$ cat src/design/sys_pkg.sv
package sys_pkg;

	// --------------------
	// Memory sizes
	// --------------------

	// Work RAM, 32K words per lane pair
	localparam int WRAM_AW = 15;
	// Z80 RAM, 8 KB
	localparam int ZRAM_AW = 13;

	// --------------------
	// Bus words
	// --------------------

	typedef logic [15:0] word_t;
	typedef logic [7:0]  byte_t;

	// 68000 word address, byte address bits 23..1
	typedef logic [23:1] mbus_addr_t;
	typedef logic [14:0] zbus_addr_t;

	// Z80 bank window, main-bus address bits 23..15
	typedef logic [8:0]  bank_t;

	// 0 normal, 1 double, 2 quadruple
	typedef logic [1:0]  turbo_t;

	// --------------------
	// Main-bus arbiter
	// --------------------

	typedef enum logic [1:0] {
		SRC_NONE,
		SRC_M68K,
		SRC_Z80
	} msrc_t;

	typedef enum logic [2:0] {
		MS_IDLE,
		MS_SELECT,
		MS_RAM_READ,
		MS_ZBUS_PRE,
		MS_ZBUS_READ,
		MS_FINISH
	} mstate_t;

endpackage

$ cat src/design/bus_noise.sv
`timescale 1ns/10ps

module bus_noise import sys_pkg::*; (
	input  logic  MCLK,
	input  logic  step,
	output word_t noise_data
);

	// 17-bit LFSR and the open-bus shift register
	logic [16:0] lfsr = '0;
	word_t       noise_q = '0;

	always_ff @(posedge MCLK) begin
		if (step) begin
			// All-zero term kicks the register out of the lockup state
			lfsr    <= {lfsr[0] ^ lfsr[2] ^ ~|lfsr, lfsr[16:1]};
			noise_q <= {noise_q[14:0], lfsr[0]};
		end
	end

	assign noise_data = noise_q;

endmodule

$ cat config.mk
export PLATFORM = sky130hd
export DESIGN_NAME = bus_noise
export DESIGN_NICKNAME = d
export VERILOG_FILES = /design/src/design/sys_pkg.sv /design/src/design/bus_noise.sv
export SDC_FILE = /design/constraint.sdc
export NUM_CORES = 1
export LEC_CHECK = 0
export BUFFER_PORTS_ARGS = -buffer_cell sky130_fd_sc_hd__clkbuf_2
export CAP_MARGIN = 20
export CORE_MARGIN = 2
export CORE_UTILIZATION = 35
export DETAILED_ROUTE_END_ITERATION = 10
export PLACE_DENSITY = 0.6
export SYNTH_ARGS = -nofsm -noshare
export SYNTH_HDL_FRONTEND = slang
export SYNTH_SLANG_ARGS = --single-unit
$ cat constraint.sdc
create_clock -name MCLK -period 3 [get_ports MCLK]
set_clock_uncertainty 0.05 [all_clocks]
set_input_delay 0.6 -clock MCLK [delete_from_list [all_inputs] [get_ports MCLK]]
set_output_delay 0.6 -clock MCLK [all_outputs]
set_load 0.05 [all_outputs]
==> results list <==
- The flow ran to the end, and the final reports show no timing, DRC or antenna violations.
* Cell types with the highest counts after synthesis: edfxtp_1, nor4_1, a41o_1, nor4_2, xor2_1
* Top-count cell post-synth: edfxtp_1
- After clock tree synthesis, the setup repair step added 0 buffers.
- Fraction of power spent switching nets: 0.2406
- Endpoint kind of the worst setup timing path: primary output
- Wire length of the first global-routing pass: about 2100 um
* Placement Rows: 19
- Number of buffers created by CTS: 5
* Die Y-Extent: ~60 um
- Walking the worst path, the cells encountered are clkbuf_2.
- The max-slew violation total from the final report came to 0.
- From left edge to right edge, the die measures between 50 and 60 um.
- Synthesis produced a netlist whose cell count is 39.
* Synth top area share: 0.9519
- The number of different library cells used by synthesis comes to 5.
- Diode count: 0
- Post-DP HPWL: 807.5 um
* Final routed wirelength across all metal layers: approximately 1300 um
- Required time of the critical path: around 2400 ps
- CTS tree: built
- The path class of the tightest hold or removal check is reg -> reg.
- Fraction of power consumed by the clock network: 0.263
- The clock tree synthesis step divided the H-tree into 2 levels.
- In this run the worst path has a maximum fanout of 2.
- Counting flops with an async set or reset pin after synthesis yields a share of 0.
- Sequential fraction of design power: 0.662
- Yosys attributes the largest share of cell area to edfxtp_1, nor4_1, nor4_2.
* Buffers and inverters on the worst path: 1
- Dividing the detail-routed wire length by the instance count gives ~14 um.
* Via-to-Cell Ratio: just under 5
* Stage delay of the slowest cell on the critical path: between 400 and 500 ps
* Cell type of the slowest stage on the worst timing path: edfxtp_1
* Number of buffer cells added on primary ports: 17
- In the final layout, the share of cells above drive strength 1 is 0.3750.
* Top-level port count: 18
- After clock tree synthesis, the clock-pin slew on the worst setup and hold paths is ~100 ps.
* Power spent charging and discharging nets: around 0.20 mW
* Combinational power share: 0.075
- The die covers about 3400 um^2.
- Setup violators final: 0
* Latest clock arrival within the worst-skew pair: about 320 ps
* Peak clock frequency supported by timing: just over 600 MHz
- In this run the static leakage power is about 0.44 nW.
* Vias in the first global route: 435
- Measured against its own limit, the worst slew margin works out to 0.4888.
* Max-cap violations: 0
- Summed over all failing endpoints, the final setup total negative slack is 0 ps.
- Entering global routing, the biggest net connects 34 pins.
- Post-synthesis cell type with the largest combined area: edfxtp_1
* Count of yosys warnings during synthesis: 0
* Placer congestion estimate: approximately 0.75
* Post-cts hold buffer count: 0
* Final-report hold violation count: 0
* Net total in the final layout: 65
- Antenna violations before repair: 0
* Flops & latches, synth: 33
- Of the available clock period, the critical path in the final layout requires 0.5440.
- Antenna-violating nets left: 0
* Post-synthesis instance area: ~1000 um^2
- At the placement stage, the worst setup path has a slack of ~1400 ps.
* Crit Path Category: reg -> out
- For this block, the initial DRC count from the detailed router was 15.
- Before antenna repair, the detailed router went through 6 iterations.
- The finished cells cover between 1000 and 1500 um^2.
* Count of flip-flops with a built-in enable after synthesis: 33
* Cell family with most CP delay: flip-flops
- Mean instance size in the synthesized netlist: approximately 27 um^2
- Data arrives at the worst endpoint at a little under 1000 ps.
* Nets in the synthesized netlist: just over 40
- Minimum clock period after layout: 1632 ps
- Unrepaired setup endpoints after global routing: false
- Across all setup checks in the final design, the least slack found is 1368 ps.
- For this run, design rule violations remaining after detail routing come to 0.
- Final core occ: 0.4368
- The tree is rooted in a clkbuf_4.
- In this run, post-CTS repair resized a total of 0 instances.
- Placed inst area: about 1200 um^2
* Total vias in the final route: approximately 460
* Overall track demand over capacity in global routing: 0.09301
- Int Pwr: between 0.6 and 0.7 mW
* CORE AREA: approximately 2800 um^2
- The area growth from synthesis to layout is 16.71%.
- Across the VDD grid, the largest voltage drop is 0.3997 mV.
* Transition time of the tightest slew-check pin: around 770 ps
* Overflow left after global routing: 0
- Initial core utilization: 0.3743
- Startpoint class of the critical path: flop
- Sink Count: 33
- In this run the power density over the cells is between 600 and 700 nW/um^2.
- Clock buffer depth: 2
- Share of the yosys chip area belonging to registers: 0.9519
- Most instantiated flip-flop cell in the synthesis netlist: edfxtp_1
* Reg2Reg Setup Slack: between 1500 and 2000 ps
-- cell families after synthesis --
kind of cell | count (synthesis) | share of synthesized area
AOI/OAI and AO/OA | 1 | 0.009616
xor gates and xnor gates | 1 | 0.008415
DFF | 33 | 0.9519
and+or+nand+nor | 4 | 0.03005
-- layout by cell type (no fill, tap or decap), drive strengths merged --
cell,n
a41o,1
clkbuf,22
clkinv,3
edfxtp,33
nor4,4
xor2,1
-- state kept, by name, indices dropped and copies added (netlist names) --
| register | count |
|---|---|
| noise_data | 16 |
| lfsr | 17 |
-- area by class of cell --
| type | count | area, um^2 |
|---|---|---|
| clock buffers | 5 | 37.54 |
| clock inverters | 3 | 12.51 |
| fillers | 246 | 1567 |
| multi-input cells | 6 | 50.05 |
| flip-flops and latches | 33 | 991.0 |
| well taps | 31 | 38.79 |
| repair buffers | 17 | 85.08 |
-- final timing paths --
kind                                       to           from  depth (start not counted)
worst min-delay path            noise_data[4]  noise_data[3]                          0
worst max register to register       lfsr[16]        lfsr[2]                          2
worst min register to register  noise_data[4]  noise_data[3]                          0
worst max-delay path            noise_data[0]  noise_data[0]                          1
-- stage by stage --
step           total power, mW  hold WS [ps]  std cells
4_1_cts                 0.8474         412.2         95
3_3_place_gp            0.6238         383.1         87
5_1_grt                 0.8757         429.3         95
3_5_place_dp            0.6250         382.7         87
2_1_floorplan           0.6020         376.8         39
6_report                0.8324         408.5         95
-- power by group through the flow --
| stage | clock network [mW] | registers (mW) | logic [mW] |
|---|---|---|---|
| floorplan | 0 | 0.599 | 0.00301 |
| global placement | 0 | 0.561 | 0.0630 |
| detailed placement | 0 | 0.562 | 0.0631 |
| CTS | 0.232 | 0.552 | 0.0634 |
| global route | 0.255 | 0.555 | 0.0654 |
| finish | 0.219 | 0.551 | 0.0625 |
-- routing by layer --
metal,up-vias,part of all wire,global-route usage
li1,212,-,-
met1,227,0.46,0.1213
met2,20,0.44,0.1075
met3,5,0.073,0.07253
met4,0,0.026,0.04983
met5,-,0,0
Power figures use the tool's default switching activity.
