**src/design/sys_pkg.sv**
```systemverilog
package sys_pkg;

	// --------------------
	// Memory sizes
	// --------------------

	// Work RAM, 32K words per lane pair
	localparam int WRAM_AW = 15;
	// Z80 RAM, 8 KB
	localparam int ZRAM_AW = 13;

	// --------------------
	// Bus words
	// --------------------

	typedef logic [15:0] word_t;
	typedef logic [7:0]  byte_t;

	// 68000 word address, byte address bits 23..1
	typedef logic [23:1] mbus_addr_t;
	typedef logic [14:0] zbus_addr_t;

	// Z80 bank window, main-bus address bits 23..15
	typedef logic [8:0]  bank_t;

	// 0 normal, 1 double, 2 quadruple
	typedef logic [1:0]  turbo_t;

	// --------------------
	// Main-bus arbiter
	// --------------------

	typedef enum logic [1:0] {
		SRC_NONE,
		SRC_M68K,
		SRC_Z80
	} msrc_t;

	typedef enum logic [2:0] {
		MS_IDLE,
		MS_SELECT,
		MS_RAM_READ,
		MS_ZBUS_PRE,
		MS_ZBUS_READ,
		MS_FINISH
	} mstate_t;

endpackage

```
**src/design/clock_enables.sv**
```systemverilog
`timescale 1ns/10ps

module clock_enables import sys_pkg::*; (
	input  logic   MCLK,
	input  logic   reset,
	input  turbo_t turbo,
	input  logic   z80_hold,
	output logic   cpu_ce_p,
	output logic   cpu_ce_n,
	output logic   z80_ce
);

	// 68000 phase counter with period end and mid point
	logic [3:0] vcnt;
	logic [3:0] vmax;
	logic [3:0] vmid;

	// Z80 divider, fixed 15 cycles
	logic [3:0] zcnt;
	logic       z80_tick;

	always_ff @(posedge MCLK) begin
		if (reset) begin
			vcnt     <= 4'd0;
			vmax     <= 4'd6;
			vmid     <= 4'd3;
			zcnt     <= 4'd0;
			cpu_ce_p <= 1'b1;
			cpu_ce_n <= 1'b0;
			z80_tick <= 1'b1;
		end else begin
			cpu_ce_p <= 1'b0;
			vcnt     <= vcnt + 4'd1;
			if (vcnt == vmax) begin
				vcnt     <= 4'd0;
				cpu_ce_p <= 1'b1;
				// New period length only takes effect at a period boundary
				case (turbo)
					2'd1: begin
						vmax <= 4'd3;
						vmid <= 4'd1;
					end
					2'd2, 2'd3: begin
						vmax <= 4'd1;
						vmid <= 4'd0;
					end
					default: begin
						vmax <= 4'd6;
						vmid <= 4'd3;
					end
				endcase
			end

			cpu_ce_n <= (vcnt == vmid);

			z80_tick <= 1'b0;
			zcnt     <= zcnt + 4'd1;
			if (zcnt == 4'd14) begin
				zcnt     <= 4'd0;
				z80_tick <= 1'b1;
			end
		end
	end

	// Z80 stalls while the 68000 holds its bus
	assign z80_ce = z80_tick & ~z80_hold;

	a_phase_exclusive: assert property (@(posedge MCLK) disable iff (reset)
		!(cpu_ce_p && cpu_ce_n))
		else $error("cpu_ce_p and cpu_ce_n high together");

endmodule

```
**config.mk**
```make
export PLATFORM = sky130hd
export DESIGN_NAME = clock_enables
export DESIGN_NICKNAME = d
export VERILOG_FILES = /design/src/design/sys_pkg.sv /design/src/design/clock_enables.sv
export SDC_FILE = /design/constraint.sdc
export NUM_CORES = 1
export LEC_CHECK = 0
export ABC_AREA = 1
export BUFFER_PORTS_ARGS = -buffer_cell sky130_fd_sc_hd__buf_2
export CAP_MARGIN = 20
export CORE_AREA = 2 2 39 41
export DETAILED_ROUTE_END_ITERATION = 7
export DIE_AREA = 0 0 41 43
export PLACE_DENSITY = 0.68
export SETUP_SLACK_MARGIN = 0.1
export SLEW_MARGIN = 20
export SYNTH_ARGS = -nofsm -noshare
export SYNTH_HDL_FRONTEND = slang
export SYNTH_SLANG_ARGS = --single-unit
```
**constraint.sdc**
```tcl
create_clock -name MCLK -period 2.05 [get_ports MCLK]
set_input_delay 0.41 -clock MCLK [delete_from_list [all_inputs] [get_ports MCLK]]
set_output_delay 0.41 -clock MCLK [all_outputs]
set_load 0.1 [all_outputs]
```
==> results.tsv, run 1 <==
metric	value	unit
Mapped Area	634	sq um
CORE AREA	1380	sq um
# clock sinks	14	
Clock transition at path regs	0.08	ns
DP Cell Count	103	
peak supply drop	0.000437	V
Routed Antenna Nets	0	
crit-path cells	inv_1, nor2_2, buf_2	
#FFs+latches synth	14	
clk_lat worst skew	0.28	ns
Max-Cap Viols	0	
synthesized area per cell	7.93	sq um
Distinct cells, synth	17	
H-tree depth	1	
Fin Clk Skew	0.00176	ns
final std cells w/o fill	107	
chip height	43	microns
critical path class	reg2out	
Fmax	657	MHz
Worst path slowest cell	buf_2	
max-slew violations	0	
commonest non-fill, non-tap cell in the layout	nand2_1	
total CTS buffers	3	
I/O pins	8	
Nets	100	
RSZ-0062 raised after global routing	false	
Gate power share	0.147	
TritonRoute pass-1 iters	4	
area added between synthesis and finish	14.8	%
via count	495	
endpoints failing hold	0	
GRT Total Usage	0.132	
crit end category	output pin	
HPWL Detailed	714	microns
final setup fails	0	
Worst R2R Start	vcnt[0]$_SDFF_PP0_	
initial core utilization	0.458	
Placed Area	692	sq um
CTS tree	yes	
syn_nets	88	
PD cells	803	nW/um^2
I/O Buffers	7	
first-pass GRT wire length	1520	microns
status	complete, no violations	
Setup crit start kind	flop	
post-CTS setup buffer count	0	
initial antenna violation count	0	
share of layout cells above drive strength 1	0.264	
die area	1760	sq um
Worst Setup SP	z80_tick$_SDFF_PP1_	
n_diodes	0	
Final min period	1.52	ns
WP data arrival	1.11	ns
vias in the first global route	386	
Synth Instances	80	
Site Rows	14	
worst hold slack	0.398	ns
Clock power frac	0.338	
Internal	423	uW
Seq pwr share	0.515	
largest net degree at the start of global routing	9	
most frequent cells in the layout	15 x nand2_1, 14 x dfxtp_1, 11 x inv_1, 10 x nand3_1, 8 x nor2_2	
number of fill cells	138	
CTS Root Cell	clkbuf_4	
Final WS setup	0.528	ns
sw frac	0.277	
drt wl/cell	8.85	microns
Min-Delay Startpoint	reset	
# resized after CTS	0	
Final Routed Wirelength	947	microns
Max stage delay on crit path	0.42	ns
switching pwr	162	uW
Leak	0.356	nW
DRC	0	
yosys warns	0	
1st-iter DRT viols	3	
Die W	41	microns
CP required	1.64	ns
setup_tns	0	ns
register area share after synthesis	0.442	
Worst slew margin	0.680	
total congestion overflow	0	
worst-margin pin slew	0.484	ns
min-delay worst type	in2reg	
Via density	4.63	
RePlAce Congestion	0.751	
CP Max Fanout	1	
CTS Buffer Depth	2	
Tcrit/Tclk final	0.742	
post-route cell area	728	sq um
hold-fix buffers at CTS	0	
Post-Place Worst Slack	0.627	ns
-- power by group through the flow --
stage / sequential (mW) / combinational, mW / clock [mW]
floorplan: 0.319 / 0.0589 / 0
global placement: 0.307 / 0.0855 / 0
detailed placement: 0.308 / 0.0867 / 0
CTS: 0.301 / 0.0870 / 0.207
global route: 0.303 / 0.0970 / 0.212
finish: 0.301 / 0.0859 / 0.198
-- stage by stage --
step,util,power (mW)
2_1_floorplan,-,0.378
3_3_place_gp,0.500,0.393
3_5_place_dp,0.500,0.394
4_1_cts,0.526,0.596
5_1_grt,0.526,0.612
6_report,0.526,0.585
-- layout make-up --
type / count / area, sq um / area share
Timing Repair Buffer: 7 / 35.0 / 0.0481
Tap cell: 16 / 20.0 / 0.0275
Clock buffer: 4 / 36.3 / 0.0498
Multi-Input combinational cell: 53 / 308 / 0.423
Sequential cell: 14 / 280 / 0.385
Inverter: 13 / 48.8 / 0.0670
-- cell families (layout without fill, tap and decap cells) --
kind of cell    after synthesis  in the layout  synth area share
flops                        14             14             0.442
compound gates                1              1           0.00788
buf+inv                      13             24            0.0769
fa+ha+maj                     3              3            0.0592
xor+xnor                      5              5            0.0690
simple gates                 44             44             0.345
-- state kept, by name, summed over array words and instances, names as in the netlist --
signal and cells:
vmax 1, zcnt 4, cpu_ce_p 1, vmid 2, vcnt 4, cpu_ce_n 1
z80_tick 1
-- worst max-delay path: cells and delay by family, from the launching register on --
kind          cells  cell delay (ns)
buf+inv           2             0.46
flops             1             0.31
simple gates      1             0.06
-- per-layer routing --
metal	global-route usage	vias to the layer above	part of all wire
met2	0.178	8	0.42
met5	0	-	0
met4	0.100	0	0.024
met3	0.0471	2	0.046
li1	-	267	-
met1	0.163	218	0.50
-- synth_stat cells --
| library cell | instances | share of area |
|---|---|---|
| a21oi_1 | 1 | 0.0079 |
| clkinv_1 | 1 | 0.0059 |
| dfxtp_1 | 14 | 0.44 |
| ha_1 | 3 | 0.059 |
| inv_1 | 11 | 0.065 |
| inv_2 | 1 | 0.0059 |
| nand2_1 | 15 | 0.089 |
| nand2_2 | 2 | 0.020 |
| nand2_4 | 1 | 0.018 |
| nand3_1 | 10 | 0.079 |
| nor2_1 | 6 | 0.036 |
| nor2_2 | 7 | 0.069 |
| nor2_4 | 1 | 0.018 |
| nor3_1 | 1 | 0.0079 |
| or2_0 | 1 | 0.0099 |
| xnor2_1 | 2 | 0.028 |
| xor2_1 | 3 | 0.041 |
-- worst paths after layout --
path / slack (ns) / cells past startpoint / endpoint
setup / recovery: 0.53 / 3 / z80_ce
hold / removal: 0.40 / 3 / vmid[0]$_SDFFE_PP1N_
setup reg to reg: 0.94 / 7 / vcnt[0]$_SDFF_PP0_
hold reg to reg: 0.48 / 1 / zcnt[0]$_SDFF_PP0_
(Power assumes the default switching activity.)
==> run 2, diff against run 1 <==
==> constraint.sdc (replaced) <==
create_clock -name MCLK -period 1.42 [get_ports MCLK]
set_input_delay 0.284 -clock MCLK [delete_from_list [all_inputs] [get_ports MCLK]]
set_output_delay 0.284 -clock MCLK [all_outputs]
set_load 0.1 [all_outputs]
==> run 2 against run 1 <==
Global-route usage grew 3.6 points. Combinational power grew 57%. First-iteration DRC count grew 130%. Die area is the same. Final area grew 1.5%. Wire length grew 7.3%. Total power grew 34%. Sequential share of layout area shrank 0.59 points. Highest routed layer unchanged.
==> results.tsv, run 2 (synthesized netlist as in run 1, its figures left out) <==
metric	value	unit	change
Final min period	1.20	ns	
Fin Clk Skew	0.00369	ns	was 0.00176 ns
setup_tns	0	ns	unchanged
RePlAce Congestion	0.804		was 0.751
TritonRoute pass-1 iters	4		unchanged
1st-iter DRT viols	7		was 3
worst-margin pin slew	0.303	ns	was 0.484 ns
Leak	0.353	nW	was 0.356 nW
Worst slew margin	0.799		was 0.680
die area	1760	sq um	unchanged
Final WS setup	0.219	ns	was 0.528 ns
RSZ-0062 raised after global routing	false		unchanged
largest net degree at the start of global routing	8		was 9
final std cells w/o fill	106		was 107
drt wl/cell	9.58	microns	was 8.85 microns
Tcrit/Tclk final	0.846		
vias in the first global route	493		was 386
CP bufs+invs	1		was 2
max-slew violations	0		unchanged
CP Max Fanout	1		unchanged
initial antenna violation count	0		unchanged
status	complete, no violations		unchanged
HPWL Detailed	766	microns	was 714 microns
min-delay worst type	in2reg		unchanged
Max stage delay on crit path	0.32	ns	was 0.42 ns
peak supply drop	0.000559	V	was 0.000437 V
via count	485		was 495
total CTS buffers	3		unchanged
Final Routed Wirelength	1020	microns	was 947 microns
DP Cell Count	103		unchanged
Top delay family on crit path	flip-flops		was buffers and inverters
CTS Root Cell	clkbuf_4		unchanged
total congestion overflow	0		unchanged
n_diodes	0		unchanged
initial core utilization	0.458		unchanged
DRC	0		unchanged
Levels on crit path	1		was 3
H-tree depth	1		unchanged
CP required	1.14	ns	was 1.64 ns
# clock sinks	14		unchanged
CTS Buffer Depth	2		unchanged
chip height	43	microns	unchanged
crit-path cells	clkbuf_4		was inv_1, nor2_2, buf_2
I/O Buffers	7		unchanged
R2R cell count	7		unchanged
share of layout cells above drive strength 1	0.256		was 0.264
CTS tree	yes		unchanged
area added between synthesis and finish	16.6	%	was 14.8%
post-route cell area	739	sq um	was 728 sq um
WP data arrival	0.92	ns	was 1.11 ns
Routed Antenna Nets	0		unchanged
Setup crit start kind	flop		unchanged
Design Power	786	uW	was 585 uW
Top Registers	vcnt (4), zcnt (4), vmid (2)		unchanged
post-CTS setup buffer count	0		unchanged
clk_lat worst skew	0.27	ns	was 0.28 ns
final setup fails	0		unchanged
crit end category	output pin		unchanged
Site Rows	14		unchanged
GRT Total Usage	0.168		was 0.132
Die W	41	microns	unchanged
Nets	100		unchanged
Placed Area	712	sq um	was 692 sq um
commonest non-fill, non-tap cell in the layout	nand2_1		unchanged
endpoints failing hold	0		unchanged
Fmax	833	MHz	
hold path cells	3		unchanged
Max-Cap Viols	0		unchanged
Worst path slowest cell	dfxtp_1		was buf_2
Finished Core Util	0.534		was 0.526
Via density	4.58		was 4.63
PD cells	1060	nW/um^2	was 803 nW/um^2
CORE AREA	1380	sq um	unchanged
Post-Place Worst Slack	0.333	ns	was 0.627 ns
R2R setup slack	0.32	ns	was 0.94 ns
most frequent cells in the layout	15 x nand2_1, 14 x dfxtp_1, 11 x inv_1, 10 x nand3_1, 7 x nor2_2		was 15 x nand2_1, 14 x dfxtp_1, 11 x inv_1, 10 x nand3_1, 8 x nor2_2
critical path class	reg2out		unchanged
Clock transition at path regs	0.08	ns	about the same
I/O pins	8		unchanged
worst hold slack	0.293	ns	was 0.398 ns
first-pass GRT wire length	1980	microns	was 1520 microns
-- run 2: timing repair --
item	4_1_cts	5_1_grt
hold buffers	0	0
gates resized for setup	0	2
endpoints found under the setup margin	0	2
-- run 2: per-layer routing --
layer  track usage  vias up  wire length [microns]
met5             0        -                      0
met3        0.0471        2                     34
li1              -      265                      -
met1         0.234      211                    515
met2         0.231        7                    456
met4        0.0800        0                      9
-- run 2: area by class of cell --
class,count,area (sq um)
fillers,132,644
multi-input cells,53,313
flip-flops and latches,14,280
repair buffers,7,55.1
inverters,13,48.8
clock buffers,3,22.5
well taps,16,20.0
-- run 2: power by group --
group | switching [mW] | leakage [nW] | internal (mW)
Sequential | 0.0215 | 0.115 | 0.414
Combinational | 0.0880 | 0.225 | 0.0470
Clock | 0.118 | 0.0138 | 0.0981
-- run 2: worst paths after layout --
kind	startpoint	to
worst max-delay path	cpu_ce_p$_SDFF_PP1_	cpu_ce_p
worst min-delay path	reset	vmid[1]$_SDFFE_PP1N_
worst max register to register	vcnt[0]$_SDFF_PP0_	vcnt[0]$_SDFF_PP0_
worst min register to register	zcnt[0]$_SDFF_PP0_	zcnt[0]$_SDFF_PP0_
